**src/logic/bridge_ram_pkg.sv**
```systemverilog
/* bridge to byte SRAM adapter
   shared command and response structs and memory sizing constants. */
package bridge_ram_pkg;

	// byte address bits kept by the SRAM, higher bits wrap.
	localparam int SRAM_ADDR_BITS = 12;
	localparam int SRAM_DEPTH = 2 ** SRAM_ADDR_BITS;

	// cycles busy stays up after the strobe cycle.
	localparam int SRAM_WAIT_CYCLES = 3;
	localparam int WAIT_CNT_BITS = $clog2(SRAM_WAIT_CYCLES + 1);

	// flops per clock crossing.
	localparam int SYNC_DEPTH = 3;

	// top address byte of the bridge's own register space.
	localparam logic [7:0] RESERVED_PAGE = 8'hF8;

	// command from the host bridge, held at level until ack.
	typedef struct packed {
		logic        rd;
		logic        wr;
		logic [31:0] addr;
		logic [31:0] wr_data;
	} bridge_req_t;

	// response back toward the bridge.
	typedef struct packed {
		logic        ack;
		logic [31:0] rd_data;
	} bridge_rsp_t;

	// single byte access to the SRAM controller.
	typedef struct packed {
		logic                      rd;
		logic                      wr;
		logic [SRAM_ADDR_BITS-1:0] addr;
		logic [7:0]                data;
	} sram_cmd_t;

endpackage

```
**src/logic/byte_access_sequencer.sv**
```systemverilog
/* byte access sequencer
   splits one 32-bit bridge command into four SRAM byte accesses. */
`timescale 1ns/1ps

module byte_access_sequencer
	import bridge_ram_pkg::*;
(
	input  logic        clk_sys,
	input  logic        reset_l,
	input  logic        big_endian,
	input  bridge_req_t req,
	output bridge_rsp_t rsp,
	output sram_cmd_t   sram_cmd,
	input  logic [7:0]  word_q,
	input  logic        word_busy
);

	typedef enum logic [2:0] {
		S_IDLE,
		S_CHECK,
		S_ISSUE,
		S_WAIT,
		S_DONE,
		S_ACK
	} seq_state_t;

	seq_state_t state;

	logic prev_rd;
	logic prev_wr;
	logic req_edge;
	logic is_read;
	logic endian_q;
	logic [1:0] byte_idx;
	logic [1:0] issue_idx;
	logic issue_now;

	logic [31:0] base_addr;
	logic [31:0] wr_word;

	logic strobe_rd;
	logic strobe_wr;
	logic [SRAM_ADDR_BITS-1:0] cmd_addr;
	logic [7:0] cmd_data;

	// lane 0 is bits 7:0 of the word.
	// in big endian order the base address byte lands in lane 3.
	function automatic logic [1:0] lane_of(input logic [1:0] idx, input logic be);
		logic [1:0] lane;
		lane = be ? (2'd3 - idx) : idx;
		return lane;
	endfunction

	assign req_edge = (req.rd & ~prev_rd) | (req.wr & ~prev_wr);

	// first byte goes out from S_ISSUE, the rest straight from S_WAIT.
	assign issue_now = !word_busy &&
		((state == S_ISSUE) || (state == S_WAIT && byte_idx != 2'd3));
	assign issue_idx = (state == S_WAIT) ? byte_idx + 2'd1 : byte_idx;

	always_ff @(posedge clk_sys or negedge reset_l) begin
		if (!reset_l) begin
			state     <= S_IDLE;
			prev_rd   <= 1'b0;
			prev_wr   <= 1'b0;
			is_read   <= 1'b0;
			endian_q  <= 1'b0;
			byte_idx  <= 2'd0;
			strobe_rd <= 1'b0;
			strobe_wr <= 1'b0;
			rsp       <= '0;
		end else begin
			prev_rd   <= req.rd;
			prev_wr   <= req.wr;
			strobe_rd <= 1'b0;
			strobe_wr <= 1'b0;

			if (issue_now) begin
				strobe_rd <= is_read;
				strobe_wr <= !is_read;
			end

			case (state)
				S_IDLE: begin
					if (req_edge) begin
						is_read     <= req.rd;
						endian_q    <= big_endian;
						byte_idx    <= 2'd0;
						// cleared early so it is stable well before ack.
						rsp.rd_data <= '0;
						state       <= S_CHECK;
					end
				end
				S_CHECK: begin
					// register space is answered here, memory untouched.
					if (base_addr[31:24] == RESERVED_PAGE) begin
						rsp.ack <= 1'b1;
						state   <= S_ACK;
					end else begin
						state <= S_ISSUE;
					end
				end
				S_ISSUE: begin
					if (issue_now) begin
						state <= S_WAIT;
					end
				end
				S_WAIT: begin
					// first cycle here is the strobe cycle, busy is up.
					if (!word_busy) begin
						if (is_read) begin
							rsp.rd_data[lane_of(byte_idx, endian_q)*8 +: 8] <= word_q;
						end
						if (byte_idx == 2'd3) begin
							state <= S_DONE;
						end else begin
							byte_idx <= byte_idx + 2'd1;
						end
					end
				end
				S_DONE: begin
					// rd_data settled last cycle, ack follows.
					rsp.ack <= 1'b1;
					state   <= S_ACK;
				end
				S_ACK: begin
					if (!req.rd && !req.wr) begin
						rsp.ack <= 1'b0;
						state   <= S_IDLE;
					end
				end
				default: begin
					state <= S_IDLE;
				end
			endcase
		end
	end

	// command payload, only sampled alongside a strobe.
	always_ff @(posedge clk_sys) begin
		if (state == S_IDLE && req_edge) begin
			base_addr <= req.addr;
			wr_word   <= req.wr_data;
		end
		if (issue_now) begin
			cmd_addr <= base_addr[SRAM_ADDR_BITS-1:0] + SRAM_ADDR_BITS'(issue_idx);
			cmd_data <= wr_word[lane_of(issue_idx, endian_q)*8 +: 8];
		end
	end

	assign sram_cmd.rd   = strobe_rd;
	assign sram_cmd.wr   = strobe_wr;
	assign sram_cmd.addr = cmd_addr;
	assign sram_cmd.data = cmd_data;

endmodule

```
**config.mk**
```make
export PLATFORM = sky130hd
export DESIGN_NAME = byte_access_sequencer
export DESIGN_NICKNAME = d
export VERILOG_FILES = /design/src/logic/bridge_ram_pkg.sv /design/src/logic/byte_access_sequencer.sv
export SDC_FILE = /design/constraint.sdc
export NUM_CORES = 1
export LEC_CHECK = 0
export BUFFER_PORTS_ARGS = -buffer_cell sky130_fd_sc_hd__buf_2
export CAP_MARGIN = 25
export CORE_MARGIN = 2
export CORE_UTILIZATION = 45
export DETAILED_ROUTE_END_ITERATION = 10
export GPL_TIMING_DRIVEN = 0
export PLACE_DENSITY = 0.81
export SYNTH_ARGS = -nofsm -noshare
export SYNTH_HDL_FRONTEND = slang
export SYNTH_SLANG_ARGS = --single-unit
```
**constraint.sdc**
```tcl
create_clock -name clk_sys -period 6.3 [get_ports clk_sys]
set_clock_uncertainty 0.15 [all_clocks]
set_input_delay 0.945 -clock clk_sys [delete_from_list [all_inputs] [get_ports clk_sys]]
set_output_delay 0.945 -clock clk_sys [all_outputs]
set_load 0.005 [all_outputs]
```
; ---- Word level (Yosys, flattened, before mapping)
; Cells that the tools add are included.
; Widths: inputs -> output; s select.
[word_totals]
reg_bits = 128
inputBits = 78
out_inout_bits = 55
[op_classes]
n_addsub = 5
eq_ne = 16
shift = 3
mux = 24
bitwise_logic = 5
reduce_logical = 17
[op_table]
columns = operator, n
row1 = $mux 32, 3
row2 = $pmux 32 s2, 1
row3 = $neg 5->34, 1
row4 = $shift 8x34->32 const A, 1
row5 = $shiftx 8x34->32, 1
row6 = $bwmux 32, 1
row7 = $shiftx 32x6->8, 1
row8 = $mux 3, 6
row9 = $pmux 3 s6, 1
row10 = $ne 2x2->1 const B, 8
row11 = $add 12x2->12, 1
row12 = $mux 2, 6
row13 = $eq 8x8->1 const B, 1
row14 = $reduce_and 4->1, 2
row15 = $eq 3x2->1 const B, 2
row16 = $eq 3x3->1 const B, 2
row17 = $reduce_and 5->1, 1
row18 = $logic_and 1x1->1, 4
row19 = $logic_not 1->1, 4
row20 = $mux 1, 4
row21 = $pmux 2 s2, 1
row22 = $sub 2x2->2 const A, 2
row23 = $eq 3x1->1 const B, 1
row24 = $logic_not 3->1, 1
row25 = 12 further kinds, 14

; ---- Longest topological paths before layout
[depth]
ltp_word = 8
depth_mapped = 11
mapped_depth_nobuf = 10

; ---- Least setup slack after synthesis
; No wires, ideal clock.
[synth_timing]
path_type = input port to flip-flop
from = input req[64] in the netlist's numbering
to = register rsp[24] in the netlist's numbering
arrival_ns = 3.574
required_time_ns = 6.083
path_slack_ns = 2.509
cell_stages = 5
n_path_buf = 0
path_cell_list = nor2b_1 o21ai_2 clkinv_1 a21oi_1 a22o_1
[synth_between]
elab_chain_len = 4
[synth_lines]
columns = item, line_no
row1 = "start, declared", byte_access_sequencer.sv:11  ; input bridge_req_t req,
row2 = $and 1x1->1, byte_access_sequencer.sv:54  ; assign req_edge = (req.rd & ~prev_rd) | (req.wr & ~prev_wr);
row3 = $or 1x1->1, byte_access_sequencer.sv:54
row4 = $ne 2x2->1 (no source line), -
row5 = $reduce_and 4->1 (no source line), -
row6 = "end, declared", byte_access_sequencer.sv:12  ; output bridge_rsp_t rsp,
; Every way passes these cells.
; A chain may end at the register's enable or synchronous reset.

; ---- Worst setup path after layout
[layout_timing]
from = register state[1]
to = register cmd_data[5], data pin
[layout_between]
elab_chain_len = 5
[layout_lines]
columns = item, line_no
row1 = "start, declared", byte_access_sequencer.sv:27  ; seq_state_t state;
row2 = "start signal, assigned", byte_access_sequencer.sv:63  ; state <= S_IDLE;
row3 = "start signal, assigned", byte_access_sequencer.sv:91  ; state <= S_CHECK;
row4 = "start signal, assigned", byte_access_sequencer.sv:98  ; state <= S_ACK;
row5 = $eq 3x2->1 (*), byte_access_sequencer.sv:59  ; assign issue_idx = (state == S_WAIT) ? byte_idx + 2'd1 : byte_idx;
row6 = $mux 2 (*), byte_access_sequencer.sv:59
row7 = $sub 2x2->2, byte_access_sequencer.sv:50  ; lane = be ? (2'd3 - idx) : idx;
row8 = $mux 2 (*), byte_access_sequencer.sv:50
row9 = $shiftx 32x6->8 (*), byte_access_sequencer.sv:147  ; cmd_data <= wr_word[lane_of(issue_idx, endian_q)*8 +: 8];
row10 = "end signal, assigned", byte_access_sequencer.sv:147
row11 = "end, declared", byte_access_sequencer.sv:44  ; logic [7:0] cmd_data;
; Every way passes the cells marked *; elsewhere a longest branch is shown, timed or not.

==> out/summary.json <==
{
  "post_synth_edffs": {"value": 72},
  "syn-mean-instance-area": {"value": 15.3, "unit": "um2"},
  "cts_max_path_buffers": {"value": 2},
  "drt_drc_violations_left": {"value": 0},
  "clk_transition_reported_paths": {"value": 0.06, "unit": "ns"},
  "grt_first_pass_wirelength": {"value": 14.9, "unit": "mm"},
  "crit_path_end_kind": {"value": "flop"},
  "postCtsHoldBufs": {"value": 0},
  "core-area": {"value": 10200, "unit": "um2"},
  "setup_total_negative_slack": {"value": 0, "unit": "ns"},
  "multi_input_comb_area": {"value": 1270, "unit": "um2"},
  "timing.max_cap.violations": {"value": 0},
  "setup.worst_path.start_class": {"value": "flop"},
  "cts_setup_buffers": {"value": 0},
  "synth_nets": {"value": 396},
  "fin_crit_sh": {"value": 45.0, "unit": "%"},
  "setup.worst_path.class": {"value": "reg2reg"},
  "std_cell_rows": {"value": 37},
  "num_cts_buffers": {"value": 17},
  "first_global_vias": {"value": 2962},
  "fp.dieH": {"value": 106, "unit": "um"},
  "finalWorstPathRequiredPeriod": {"value": 2.84, "unit": "ns"},
  "unrepaired_setup_endpoints_after_global_routing": {"value": "no"},
  "dp_worst_setup_slack": {"value": 2.45, "unit": "ns"},
  "hold_viol": {"value": 0},
  "peakVddDrop": {"value": 201, "unit": "uV"},
  "initial_antenna_violation_count": {"value": 0},
  "n_diodes": {"value": 0},
  "cts_resized": {"value": 0},
  "postSynthRegisterBits": {"value": 116},
  "tightestPinTransition": {"value": 0.800, "unit": "ns"},
  "async_set_reset_flop_share_out_of_synthesis": {"value": 37.9, "unit": "%"},
  "drt_iter0_markers": {"value": 185},
  "final_design_area_no_fill": {"value": 6110, "unit": "um2"},
  "arrival": {"value": 2.92, "unit": "ns"},
  "initial_utilization": {"value": 46.1, "unit": "%"},
  "postLayoutSetupSlackWorst": {"value": 3.46, "unit": "ns"},
  "clk_latency": {"value": 0.50, "unit": "ns"},
  "min_path_type": {"value": "in2async"},
  "finalNetCount": {"value": 541},
  "critical_path.max_fanout": {"value": 10},
  "portBuffers": {"value": 120},
  "yosysWarnings": {"value": 0},
  "maxSlewHeadroom": {"value": 46.6, "unit": "%"},
  "dpl.hpwl": {"value": 6.56, "unit": "mm"},
  "max_clock_freq": {"value": 352, "unit": "MHz"},
  "filler_cell_count": {"value": 815},
  "drt_pass1_iterations": {"value": 4},
  "cp.required": {"value": 6.39, "unit": "ns"},
  "slowest_stage": {"value": "sky130_fd_sc_hd__mux4_1"},
  "final_util": {"value": 59.7, "unit": "%"},
  "synth-seq-area-share": {"value": 69.2, "unit": "%"},
  "leakage": {"value": 2.66, "unit": "nW"},
  "num_io_pins": {"value": 133},
  "ys_dominant_reg_cell": {"value": "sky130_fd_sc_hd__edfxtp_1"},
  "routed_wire_length_per_instance": {"value": 15.4, "unit": "um"},
  "worstPathCellList": {"value": "buf_2 -> nand3b_4 -> inv_1 -> ha_1 -> xor2_1 -> buf_4 -> mux4_1"},
  "areaGrowthSynthToFinish": {"value": 29.7, "unit": "%"},
  "report.final.setup_viol": {"value": 0},
  "final_layout_size_suffix_gt1_share": {"value": 38.4, "unit": "%"},
  "routabilityCongestion": {"value": 0.794},
  "synthDistinctLibCells": {"value": 44},
  "area.sequential": {"value": 3260, "unit": "um2"},
  "synth_area": {"value": 4710, "unit": "um2"},
  "maxSlewViolCount": {"value": 0},
  "gr-total-overflow": {"value": 0},
  "maximum_number_of_pins_on_one_net_before_global_route_repair": {"value": 62},
  "route.vias.total": {"value": 2964},
  "cp_slowest_stage_delay": {"value": 0.57, "unit": "ns"},
  "outcome": {"value": "complete, no violations"},
  "via_per_inst": {"value": 4.92},
  "ctsRootBufferMaster": {"value": "sky130_fd_sc_hd__clkbuf_8"},
  "gr_util_all_layers": {"value": 17.4, "unit": "%"},
  "cts.sink_count": {"value": 116},
  "chipWidth": {"value": 106, "unit": "um"},
  "synthCells": {"value": 308},
  "antenna_left": {"value": 0},
  "post_dp_cell_area": {"value": 5500, "unit": "um2"},
  "die_area": {"value": 11300, "unit": "um2"},
  "power.density_cell_area": {"value": 473, "unit": "nW/um2"},
  "h-tree-depth": {"value": 4},
  "cts_tree": {"value": "built"},
  "postRouteWirelength": {"value": 9.29, "unit": "mm"}
}
[worst max-delay path: cells and delay by family (launching register included)]
family	cells	cell delay [ns]
mux	1	0.57
buf+inv	3	0.53
xor+xnor	1	0.51
flops	1	0.36
fa+ha+maj	1	0.31
simple gates	1	0.14
[cells in the mapped netlist (2+ instances only)]
master,number,area share (%)
sky130_fd_sc_hd__ha_1,9,2.4
sky130_fd_sc_hd__a22o_1,16,3.0
sky130_fd_sc_hd__nor2_1,5,0.40
sky130_fd_sc_hd__xor2_1,3,0.56
sky130_fd_sc_hd__a21o_1,4,0.64
sky130_fd_sc_hd__nand3_1,2,0.21
sky130_fd_sc_hd__nor2b_1,3,0.40
sky130_fd_sc_hd__dfrtp_1,44,23
sky130_fd_sc_hd__nor4_1,3,0.40
sky130_fd_sc_hd__nand4_1,4,0.53
sky130_fd_sc_hd__buf_2,4,0.42
sky130_fd_sc_hd__nor3_1,5,0.53
sky130_fd_sc_hd__o31ai_1,2,0.32
sky130_fd_sc_hd__o21ai_0,4,0.42
sky130_fd_sc_hd__mux4_2,6,2.9
sky130_fd_sc_hd__o32ai_1,2,0.37
sky130_fd_sc_hd__buf_4,2,0.32
sky130_fd_sc_hd__nand2_1,31,2.5
sky130_fd_sc_hd__inv_1,33,2.6
sky130_fd_sc_hd__mux4_1,2,1.1
sky130_fd_sc_hd__edfxtp_1,72,46
sky130_fd_sc_hd__xnor2_1,10,1.9
sky130_fd_sc_hd__a21oi_1,5,0.53
sky130_fd_sc_hd__mux2i_1,17,3.6
[registers in the layout (all words and copies together), names as in the netlist]
register	cells
endian_q	1
cmd_addr	12
wr_word	32
byte_idx	2
prev_rd	1
strobe_wr	1
cmd_data	8
state	3
strobe_rd	1
prev_wr	1
base_addr	20
rsp	33
is_read	1
[placed cells by master, fill, tap and decap left out, types with 6 or more instances in the layout]
| cell | count |
|---|---|
| sky130_fd_sc_hd__edfxtp_1 | 72 |
| sky130_fd_sc_hd__inv_1 | 33 |
| sky130_fd_sc_hd__clkbuf_16 | 16 |
| sky130_fd_sc_hd__a22o_1 | 16 |
| sky130_fd_sc_hd__nand2_1 | 31 |
| sky130_fd_sc_hd__dfrtp_1 | 44 |
| sky130_fd_sc_hd__ha_1 | 9 |
| sky130_fd_sc_hd__mux4_2 | 6 |
| sky130_fd_sc_hd__buf_2 | 126 |
| sky130_fd_sc_hd__mux2i_1 | 17 |
| sky130_fd_sc_hd__xnor2_1 | 10 |
[per-stage QoR]
| stage | instances | hold slack (ns) | power (W) |
|---|---|---|---|
| 2_1_floorplan | 308 | 0.253 | 0.00171 |
| 3_3_place_gp | 564 | 0.260 | 0.00196 |
| 3_5_place_dp | 567 | 0.269 | 0.00201 |
| 4_1_cts | 599 | 0.276 | 0.00291 |
| 5_1_grt | 602 | 0.0753 | 0.00306 |
| 6_report | 602 | 0.102 | 0.00289 |
[power by group]
part           internal [W]  switching [W]  total [W]
Clock              0.000558       0.000331   0.000889
Sequential          0.00104      0.0000776    0.00111
Combinational      0.000422       0.000465   0.000886
Total               0.00202       0.000873    0.00289
[path summary, 6_finish.rpt]
path / startpoint / end / slack, ns / cells after the start
max in group asynchronous: reset_l / rsp[27] / 5.47 / 2
max reg2reg: state[1] / cmd_data[5] / 3.46 / 7
min: reset_l / rsp[26] / 0.10 / 1
min reg2reg: is_read / strobe_wr / 0.28 / 1
max: state[1] / cmd_data[5] / 3.46 / 7
min in group clk_sys: is_read / strobe_wr / 0.28 / 1
[metal layers]
layer | vias up | global-route usage [%] | share of wire [%]
met2 | 84 | 28.2 | 51
met5 | - | 0 | 0
met4 | 0 | 7.05 | 1.5
met1 | 1455 | 21.9 | 42
met3 | 15 | 5.52 | 5.1
li1 | 1410 | - | -
[final cells by class]
class / instances / share of cell area [%]
inverter: 35 / 2.17
clock buffer: 18 / 6.84
buffer: 7 / 0.757
sequential: 116 / 53.4
clock inverter: 14 / 2.23
multi-input combinational: 150 / 20.8
tap: 136 / 2.78
timing repair buffer: 126 / 11.0
[cell families after synthesis]
family	Yosys count	share of synthesized area, %
XOR/XNOR	14	3.00
AO/OA/AOI/OAI	41	7.09
flip-flops	116	69.2
buffers and inverters	42	3.77
multiplexers	26	7.83
AND/OR/NAND/NOR	59	6.27
adder cells (fa/ha/maj)	10	2.81
(Power assumes the default switching activity.)
